$ cat config.mk
export PLATFORM = sky130hd
export DESIGN_NAME = hilbertEnvelope
export DESIGN_NICKNAME = d
export VERILOG_FILES = /design/src/htPkg.sv /design/src/envelopeDetect.sv /design/src/hilbertEnvelope.sv /design/src/htCoeffSetup.sv /design/src/htFirFilter.sv
export VERILOG_INCLUDE_DIRS = /design/src
export SDC_FILE = /design/constraint.sdc
export NUM_CORES = 2
export LEC_CHECK = 0
export BUFFER_PORTS_ARGS = -buffer_cell sky130_fd_sc_hd__buf_4
export CORE_ASPECT_RATIO = 1.5
export CORE_UTILIZATION = 55
export CTS_CLUSTER_SIZE = 30
export DETAILED_ROUTE_END_ITERATION = 12
export PLACE_DENSITY = 0.78
export SLEW_MARGIN = 20
export SYNTH_ARGS = -nofsm -noshare
export SYNTH_HDL_FRONTEND = slang
export SYNTH_HIERARCHICAL = 1
export SYNTH_SLANG_ARGS = --single-unit
$ cat constraint.sdc
create_clock -name clock -period 27 [get_ports clock]
set_input_delay 2.7 -clock clock [delete_from_list [all_inputs] [get_ports clock]]
set_output_delay 2.7 -clock clock [all_outputs]
set_load 0.03 [all_outputs]
$ cat src/hilbert_macros.svh
//**********************************************************************
// Size and depth constants for the Hilbert envelope detector.
// Include this header wherever a width, tap count or credit depth is needed.
//**********************************************************************
`ifndef HILBERT_MACROS_SVH
`define HILBERT_MACROS_SVH

// Number of filter taps, fixed by the coefficient table.
`define HT_LENGTH 27
// Group delay of the filter in samples, which is also the centre tap.
`define HT_CENTRE 13

// Word widths of the datapath.
`define HT_COEFF_WIDTH 18
`define HT_SAMPLE_WIDTH 16
`define HT_ACC_WIDTH 40

// Coefficients carry a gain of about 100000, and this shift removes most of it.
`define HT_SCALE_SHIFT 17

// Depth of the input FIFO and of the sink's buffer.
`define HT_IN_CREDITS 4
`define HT_OUT_CREDITS 2

`endif

$ cat src/htPkg.sv
//**********************************************************************
// Shared datapath types for the Hilbert envelope detector.
// Modules take these types by a wildcard import of the package.
//**********************************************************************
`include "hilbert_macros.svh"

package htPkg;

	// One signed input or output sample.
	typedef logic signed [`HT_SAMPLE_WIDTH-1:0] sampleT;

	// One signed, scaled filter coefficient.
	typedef logic signed [`HT_COEFF_WIDTH-1:0] coeffT;

	// Accumulator wide enough for the full sum of 27 products.
	typedef logic signed [`HT_ACC_WIDTH-1:0] accT;

	// Unsigned magnitude. One extra bit holds max plus half of min.
	typedef logic [`HT_SAMPLE_WIDTH:0] envelopeT;

endpackage

$ cat src/envelopeDetect.sv
//**********************************************************************
// Envelope stage. Turns each in-phase and quadrature pair into an
// approximate magnitude and sends it out under output credits.
//**********************************************************************
`timescale 1ns/1ps
`include "hilbert_macros.svh"

module envelopeDetect
	import htPkg::*;
(
	input logic clock,
	input logic rst,
	input logic pairValid,
	output logic pairReady,
	input sampleT quadrature,
	input sampleT inPhase,
	output logic outValid,
	output envelopeT outEnvelope,
	input logic outCredit
);

	logic [$clog2(`HT_OUT_CREDITS+1)-1:0] creditCount;
	logic accept;
	envelopeT extI;
	envelopeT extQ;
	envelopeT absI;
	envelopeT absQ;
	envelopeT maxV;
	envelopeT minV;

	// A pair can only be taken while the sink has room for the result.
	assign pairReady = (creditCount != 0);
	assign accept = pairValid && pairReady;

	// The count starts full, drops on each result and climbs back on each returned credit.
	always_ff @(posedge clock) begin
		if (rst) begin
			creditCount <= `HT_OUT_CREDITS;
		end else begin
			case ({outCredit, accept})
				2'b10: if (creditCount < `HT_OUT_CREDITS) creditCount <= creditCount + 1'b1;
				2'b01: creditCount <= creditCount - 1'b1;
				default: creditCount <= creditCount;
			endcase
		end
	end

	// Sign-extend by one bit so that the magnitude of the most negative sample fits.
	assign extI = {inPhase[`HT_SAMPLE_WIDTH-1], inPhase};
	assign extQ = {quadrature[`HT_SAMPLE_WIDTH-1], quadrature};
	assign absI = extI[`HT_SAMPLE_WIDTH] ? -extI : extI;
	assign absQ = extQ[`HT_SAMPLE_WIDTH] ? -extQ : extQ;
	assign maxV = (absI > absQ) ? absI : absQ;
	assign minV = (absI > absQ) ? absQ : absI;

	// Max plus half of min, truncated, lands in the output register one cycle after acceptance.
	always_ff @(posedge clock) begin
		if (rst) begin
			outValid <= 1'b0;
		end else begin
			outValid <= accept;
		end
	end

	always_ff @(posedge clock) begin
		if (accept) begin
			outEnvelope <= maxV + (minV >> 1);
		end
	end

endmodule

$ cat src/hilbertEnvelope.sv
//**********************************************************************
// Top level of the envelope detector. Samples arrive and envelopes leave
// under credit flow control. The inner blocks are joined by wires only.
//**********************************************************************
`timescale 1ns/1ps

module hilbertEnvelope
	import htPkg::*;
(
	input logic clock,
	input logic rst,
	input logic inValid,
	input sampleT inSample,
	output logic inCredit,
	output logic outValid,
	output envelopeT outEnvelope,
	input logic outCredit
);

	logic coeffEnable;
	logic coeffSetFlag;
	coeffT coefficientOut;
	logic pairValid;
	logic pairReady;
	sampleT quadrature;
	sampleT inPhase;

	// Streams the fixed taps once after reset.
	htCoeffSetup coeffSetup (
		.clock(clock),
		.rst(rst),
		.enable(coeffEnable),
		.coeffSetFlag(coeffSetFlag),
		.coefficientOut(coefficientOut)
	);

	// Filters each sample into a quadrature and in-phase pair.
	htFirFilter firFilter (
		.clock(clock),
		.rst(rst),
		.coeffEnable(coeffEnable),
		.coeffSetFlag(coeffSetFlag),
		.coefficientOut(coefficientOut),
		.inValid(inValid),
		.inSample(inSample),
		.inCredit(inCredit),
		.pairValid(pairValid),
		.pairReady(pairReady),
		.quadrature(quadrature),
		.inPhase(inPhase)
	);

	// Turns each pair into a magnitude for the sink.
	envelopeDetect envelope (
		.clock(clock),
		.rst(rst),
		.pairValid(pairValid),
		.pairReady(pairReady),
		.quadrature(quadrature),
		.inPhase(inPhase),
		.outValid(outValid),
		.outEnvelope(outEnvelope),
		.outCredit(outCredit)
	);

endmodule

$ cat src/htCoeffSetup.sv
//**********************************************************************
// Coefficient source for the Hilbert FIR. While enable is high it streams
// the 27 scaled taps in index order and flags the last one.
//**********************************************************************
`timescale 1ns/1ps
`include "hilbert_macros.svh"

module htCoeffSetup
	import htPkg::*;
(
	input logic clock,
	input logic rst,
	input logic enable,
	output logic coeffSetFlag,
	output coeffT coefficientOut
);

	// Index of the next coefficient to send.
	logic [$clog2(`HT_LENGTH)-1:0] coeffCounter;

	// Fixed table from an equiripple Hilbert design, scaled by 100000.
	// The filter is antisymmetric, so odd taps are zero and the first half mirrors
	// the second half with the sign flipped.
	function automatic coeffT romCoeff(input logic [$clog2(`HT_LENGTH)-1:0] idx);
		case (idx)
			0: romCoeff = coeffT'(-775);
			2: romCoeff = coeffT'(-1582);
			4: romCoeff = coeffT'(-3114);
			6: romCoeff = coeffT'(-5642);
			8: romCoeff = coeffT'(-10043);
			10: romCoeff = coeffT'(-19511);
			12: romCoeff = coeffT'(-63075);
			14: romCoeff = coeffT'(63075);
			16: romCoeff = coeffT'(19511);
			18: romCoeff = coeffT'(10043);
			20: romCoeff = coeffT'(5642);
			22: romCoeff = coeffT'(3114);
			24: romCoeff = coeffT'(1582);
			26: romCoeff = coeffT'(775);
			default: romCoeff = '0;
		endcase
	endfunction

	// Coefficient i leaves the register i+1 cycles after enable rises.
	// The counter parks on the last index, so the flag stays up until enable drops.
	always_ff @(posedge clock) begin
		if (rst || !enable) begin
			coeffCounter <= '0;
			coeffSetFlag <= 1'b0;
			coefficientOut <= '0;
		end else begin
			coefficientOut <= romCoeff(coeffCounter);
			if (coeffCounter == `HT_LENGTH - 1) begin
				coeffSetFlag <= 1'b1;
			end else begin
				coeffCounter <= coeffCounter + 1'b1;
				coeffSetFlag <= 1'b0;
			end
		end
	end

endmodule

$ cat src/htFirFilter.sv
//**********************************************************************
// Serial 27-tap Hilbert FIR. Loads its taps after reset, takes samples
// through a credit FIFO and offers one quadrature and in-phase pair per sample.
//**********************************************************************
`timescale 1ns/1ps
`include "hilbert_macros.svh"

module htFirFilter
	import htPkg::*;
(
	input logic clock,
	input logic rst,
	output logic coeffEnable,
	input logic coeffSetFlag,
	input coeffT coefficientOut,
	input logic inValid,
	input sampleT inSample,
	output logic inCredit,
	output logic pairValid,
	input logic pairReady,
	output sampleT quadrature,
	output sampleT inPhase
);

	coeffT coeffTaps [`HT_LENGTH];
	sampleT delayLine [`HT_LENGTH];
	sampleT fifoMem [`HT_IN_CREDITS];
	logic [$clog2(`HT_IN_CREDITS)-1:0] wrPtr;
	logic [$clog2(`HT_IN_CREDITS)-1:0] rdPtr;
	logic [$clog2(`HT_IN_CREDITS):0] fifoCount;
	logic [$clog2(`HT_LENGTH)-1:0] tapIdx;
	logic macBusy;
	logic macDone;
	logic pop;
	accT acc;
	accT product;
	accT accShifted;
	sampleT satQ;

	// Taps shift in from the top, so after the final coefficient c[0] sits in slot 0.
	// Anything shifted in before coefficient 0 falls out the bottom.
	always_ff @(posedge clock) begin
		if (coeffEnable) begin
			for (int k = 0; k < `HT_LENGTH - 1; k++) begin
				coeffTaps[k] <= coeffTaps[k+1];
			end
			coeffTaps[`HT_LENGTH-1] <= coefficientOut;
		end
	end

	// Loading runs from reset until the source flags its last coefficient.
	always_ff @(posedge clock) begin
		if (rst) begin
			coeffEnable <= 1'b1;
		end else if (coeffSetFlag) begin
			coeffEnable <= 1'b0;
		end
	end

	// A new sample enters the delay line only when the MAC and the pair register are idle.
	assign pop = !coeffEnable && (fifoCount != 0) && !macBusy && !macDone && !pairValid;

	// The upstream source never sends without a credit, so the FIFO cannot overflow.
	always_ff @(posedge clock) begin
		if (inValid) begin
			fifoMem[wrPtr] <= inSample;
		end
	end

	always_ff @(posedge clock) begin
		if (rst) begin
			wrPtr <= '0;
			rdPtr <= '0;
			fifoCount <= '0;
			inCredit <= 1'b0;
		end else begin
			if (inValid) begin
				wrPtr <= (wrPtr == `HT_IN_CREDITS - 1) ? '0 : wrPtr + 1'b1;
			end
			if (pop) begin
				rdPtr <= (rdPtr == `HT_IN_CREDITS - 1) ? '0 : rdPtr + 1'b1;
			end
			fifoCount <= fifoCount + inValid - pop;
			// Each popped sample frees one FIFO slot and returns one credit.
			inCredit <= pop;
		end
	end

	// Slot k holds x[n-k]. It starts cleared so that earlier samples count as zero.
	always_ff @(posedge clock) begin
		if (rst) begin
			for (int k = 0; k < `HT_LENGTH; k++) begin
				delayLine[k] <= '0;
			end
		end else if (pop) begin
			for (int k = `HT_LENGTH - 1; k > 0; k--) begin
				delayLine[k] <= delayLine[k-1];
			end
			delayLine[0] <= fifoMem[rdPtr];
		end
	end

	// One tap product per cycle, both operands sign-extended to the accumulator width.
	assign product = accT'(coeffTaps[tapIdx]) * accT'(delayLine[tapIdx]);

	// The MAC runs for HT_LENGTH cycles after a pop and the pair is offered one cycle later.
	always_ff @(posedge clock) begin
		if (rst) begin
			macBusy <= 1'b0;
			macDone <= 1'b0;
			tapIdx <= '0;
			pairValid <= 1'b0;
		end else begin
			macDone <= 1'b0;
			if (pop) begin
				macBusy <= 1'b1;
				tapIdx <= '0;
			end else if (macBusy) begin
				if (tapIdx == `HT_LENGTH - 1) begin
					macBusy <= 1'b0;
					macDone <= 1'b1;
				end else begin
					tapIdx <= tapIdx + 1'b1;
				end
			end
			if (macDone) begin
				pairValid <= 1'b1;
			end else if (pairValid && pairReady) begin
				pairValid <= 1'b0;
			end
		end
	end

	always_ff @(posedge clock) begin
		if (pop) begin
			acc <= '0;
		end else if (macBusy) begin
			acc <= acc + product;
		end
	end

	// Remove the coefficient gain with an arithmetic shift, which truncates toward minus infinity.
	assign accShifted = acc >>> `HT_SCALE_SHIFT;

	// The value fits when every bit above the sample sign bit matches it.
	always_comb begin
		if ((&accShifted[`HT_ACC_WIDTH-1:`HT_SAMPLE_WIDTH-1]) ||
			!(|accShifted[`HT_ACC_WIDTH-1:`HT_SAMPLE_WIDTH-1])) begin
			satQ = accShifted[`HT_SAMPLE_WIDTH-1:0];
		end else if (accShifted[`HT_ACC_WIDTH-1]) begin
			satQ = {1'b1, {(`HT_SAMPLE_WIDTH-1){1'b0}}};
		end else begin
			satQ = {1'b0, {(`HT_SAMPLE_WIDTH-1){1'b1}}};
		end
	end

	// The pair stays put while pairValid waits for pairReady.
	always_ff @(posedge clock) begin
		if (macDone) begin
			quadrature <= satQ;
			inPhase <= delayLine[`HT_CENTRE];
		end
	end

endmodule

==> flow_summary.ini <==
[synth]
postSynthCellCount = 4168
synth-edff-count = 1031
syn_avg_cell_area_um2 = 14.5
synth.distinct_cells = 85
synth-async-reset-ratio_pct = 0
yosysSeqAreaShare_pct = 54.1
syn-cell-area_um2 = 60500
ys_warn_count = 6
synthFlopType = edfxtp_1
synth-seq-cells = 1119

[global_route]
track_usage_pct = 22.8
grt_overflow = 0
grt_antenna_before_repair = 2
grt_pass1_vias = 35433
grt_start_max_net_pins = 303
grt_pass1_wl_um = 197000

[placed_design]
place_congestion = 0.926
place_hpwl_um = 82000
port_buffers = 38
dp.cells = 5481

[sta]
slew_viol_final = 0
fin_crit_ns = 10.35
timing.final.hold_violations = 0
rsz0062_at_grt = false
relSlewSlack_pct = 23.0
fin_skew_ns = 0.0596
setup-violations-final = 0
tightest_slew_ns = 1.16
timing.fmax_ghz = 0.0967
post-route-period-util_pct = 38.3
tns_ns = 0

[cts]
clk_latency_ns = 0.74
cts_tree = done
cts_buffers = 99
postCtsSetupBuffers = 0
cts.repair.resized = 0
ctsHtreeMaxLevel = 3
clk_pin_slew_ns = 0.07
cts_root_buffer = clkbuf_16
clockBufferDepth = 3
ctsHoldBuffers = 0
numClockSinks = 1119

[setup_path]
start_kind = flip-flop
critical_path.max_fanout = 79
timing_worst_setup_path_type = flip-flop to flip-flop
critical_path_buf_inv_count = 7
slowest_stage = buf_4
path_delay_family = adder cells
end_kind = flip-flop
worst_ep_arrival_time_ns = 11.02
critPathMaxStageDelay_ns = 0.93
path_common_cell = fa_1
worstPathRequired_ns = 27.68

[die]
placeableCoreArea_um2 = 109000
start_util_pct = 55.6
die_w_um = 273
rows = 148
ioPinCount = 39
die_h_um = 408
design.die.area_um2 = 111000

[route]
drt_iter0_drc = 2624
drt-wirelength-per-cell_um = 21.7
drtAntennaViolNets = 0
vias = 33251
drcViolationCount = 0
routed_wirelength_um = 123000
drtPass1Iterations = 5
vias_per_cell = 5.87

[hold_path]
hold_class = flip-flop to flip-flop
min_from = coeffSetup/coefficientOut[14]

[finish]
area_growth_pct = 7.97
instances_no_fill = 5669
drive_above_1_share_pct = 13.4
num-nets-final = 4694
final_cell_mix = 1,031 x edfxtp_1, 448 x and2_1, 425 x inv_1
fin_util_pct = 60.1
layout_commonest_cell = edfxtp_1

[run]
maxCapViolations = 0

[status]
status = completed

[pwr]
p_leak_uw = 0.0258
p_per_area_nw_per_um2 = 85.5
ir_drop_mv = 0.0933
-- Yosys cell counts, types with 5 or more instances --
cell,instances,area [µm²]
a21oi_1,59,295
buf_2,55,275
a221oi_1,6,52.6
nand4_1,9,56.3
and2_1,448,2800
buf_6,17,191
or2_2,13,81.3
and3_1,9,56.3
clkbuf_1,88,330
o21ai_0,102,510
mux4_2,248,5590
nor2b_1,32,200
o31ai_1,10,75.1
nor3b_1,5,37.5
nand2b_1,33,206
a211o_1,5,43.8
xnor2_1,33,289
o211ai_1,6,45.0
nor2_1,230,863
buf_1,10,37.5
a31oi_1,13,81.3
a22oi_1,5,37.5
inv_2,7,26.3
dfxtp_1,88,1760
xor2_1,41,359
o21ai_1,7,35.0
nand3_1,30,150
mux2i_4,8,180
a21o_1,38,285
o21a_1,11,82.6
a22o_1,13,114
nand2_1,204,766
nand3b_1,6,45.0
ha_1,163,2040
mux2i_2,7,96.3
mux2i_1,137,1370
nor3_1,22,110
edfxtp_1,1031,31000
a211oi_1,20,150
mux2_2,14,158
buf_4,23,173
inv_1,425,1600
or3_1,6,37.5
fa_1,354,7090
-- layer usage --
metal  wire [µm]  vias up  track usage, %
met5           0        -               0
met4        5230        0            10.0
met3        6900      327            3.50
met2       62800     1121            38.7
met1       48100    17045            28.9
li1            -    14758               -
-- worst register-to-register path, stage by stage (launching register included) --
cell	delay, ns
dfxtp_4	0.64
buf_4	0.78
buf_4	0.96
mux4_2	0.42
mux2i_1	0.07
o21ai_0	0.34
mux2i_4	0.27
or2_2	0.42
fa_1	0.61
inv_1	0.17
fa_1	0.86
inv_1	0.13
fa_1	0.65
inv_1	0.14
fa_1	0.48
fa_1	0.50
inv_1	0.05
fa_1	0.47
inv_1	0.04
ha_1	0.36
a21o_1	0.20
a211o_1	0.30
a2111oi_0	0.44
nand2_1	0.09
o211ai_1	0.35
a21oi_1	0.14
or3_1	0.36
nand3_1	0.08
-- registers in the layout, summed over array words and instances, names as in the netlist, named ones only --
register,count
coeffSetup/coeffCounter,5
firFilter/pairValid,1
firFilter/fifoMem,64
firFilter/tapIdx,5
firFilter/macBusy,1
firFilter/acc,40
firFilter/coeffEnable,1
firFilter/macDone,1
firFilter/delayLine,432
firFilter/coeffTaps,486
envelope/creditCount,2
coeffSetup/coeffSetFlag,1
firFilter/inPhase,16
firFilter/inCredit,1
firFilter/rdPtr,2
envelope/outEnvelope,17
firFilter/quadrature,16
firFilter/wrPtr,2
envelope/outValid,1
coeffSetup/coefficientOut,15
firFilter/fifoCount,3
-- report_power, final --
part	leakage [µW]	total, µW	internal, µW	switching [µW]
clock network	0.00163	1450	791	660
registers	0.0118	2090	2020	76.1
logic	0.0123	2040	843	1190
-- per-stage QoR --
step                      hold slack (ns)  total power, µW  worst slack, ns  instance area, µm²
after floorplan                     0.386             3670             6.18               60500
after global placement              0.389             4090            16.74               62000
after detailed placement            0.389             4150            16.60               62000
after CTS                           0.405             5620            16.61               65300
after global routing                0.410             5950            16.14               65300
final                               0.404             5580            16.65               65300
-- cells by family after synthesis --
family / count (synthesis) / synth area share, %
flops: 1119 / 54.1
simple gates: 1073 / 9.33
buf+inv: 626 / 4.35
fa+ha+maj: 517 / 15.1
mux: 418 / 12.3
compound gates: 338 / 3.69
xor+xnor: 75 / 1.10
other cells: 2 / 0.0124
-- layout make-up --
class | count | area (µm²)
fillers | 7956 | 43400
well taps | 1425 | 1780
diodes | 1 | 2.50
repair buffers | 80 | 658
flip-flops and latches | 1119 | 32700
clock inverters | 70 | 761
inverters | 433 | 1630
multi-input cells | 2424 | 25200
clock buffers | 117 | 2540
-- path summary, 6_finish.rpt --
path,cells after the start,end,slack [ns]
worst min-delay path,0,firFilter/coeffTaps[26][14],0.40
worst min register to register,0,firFilter/coeffTaps[26][14],0.40
worst max-delay path,27,firFilter/acc[38],16.65
worst max register to register,27,firFilter/acc[38],16.65
(Power assumes the default switching activity.)
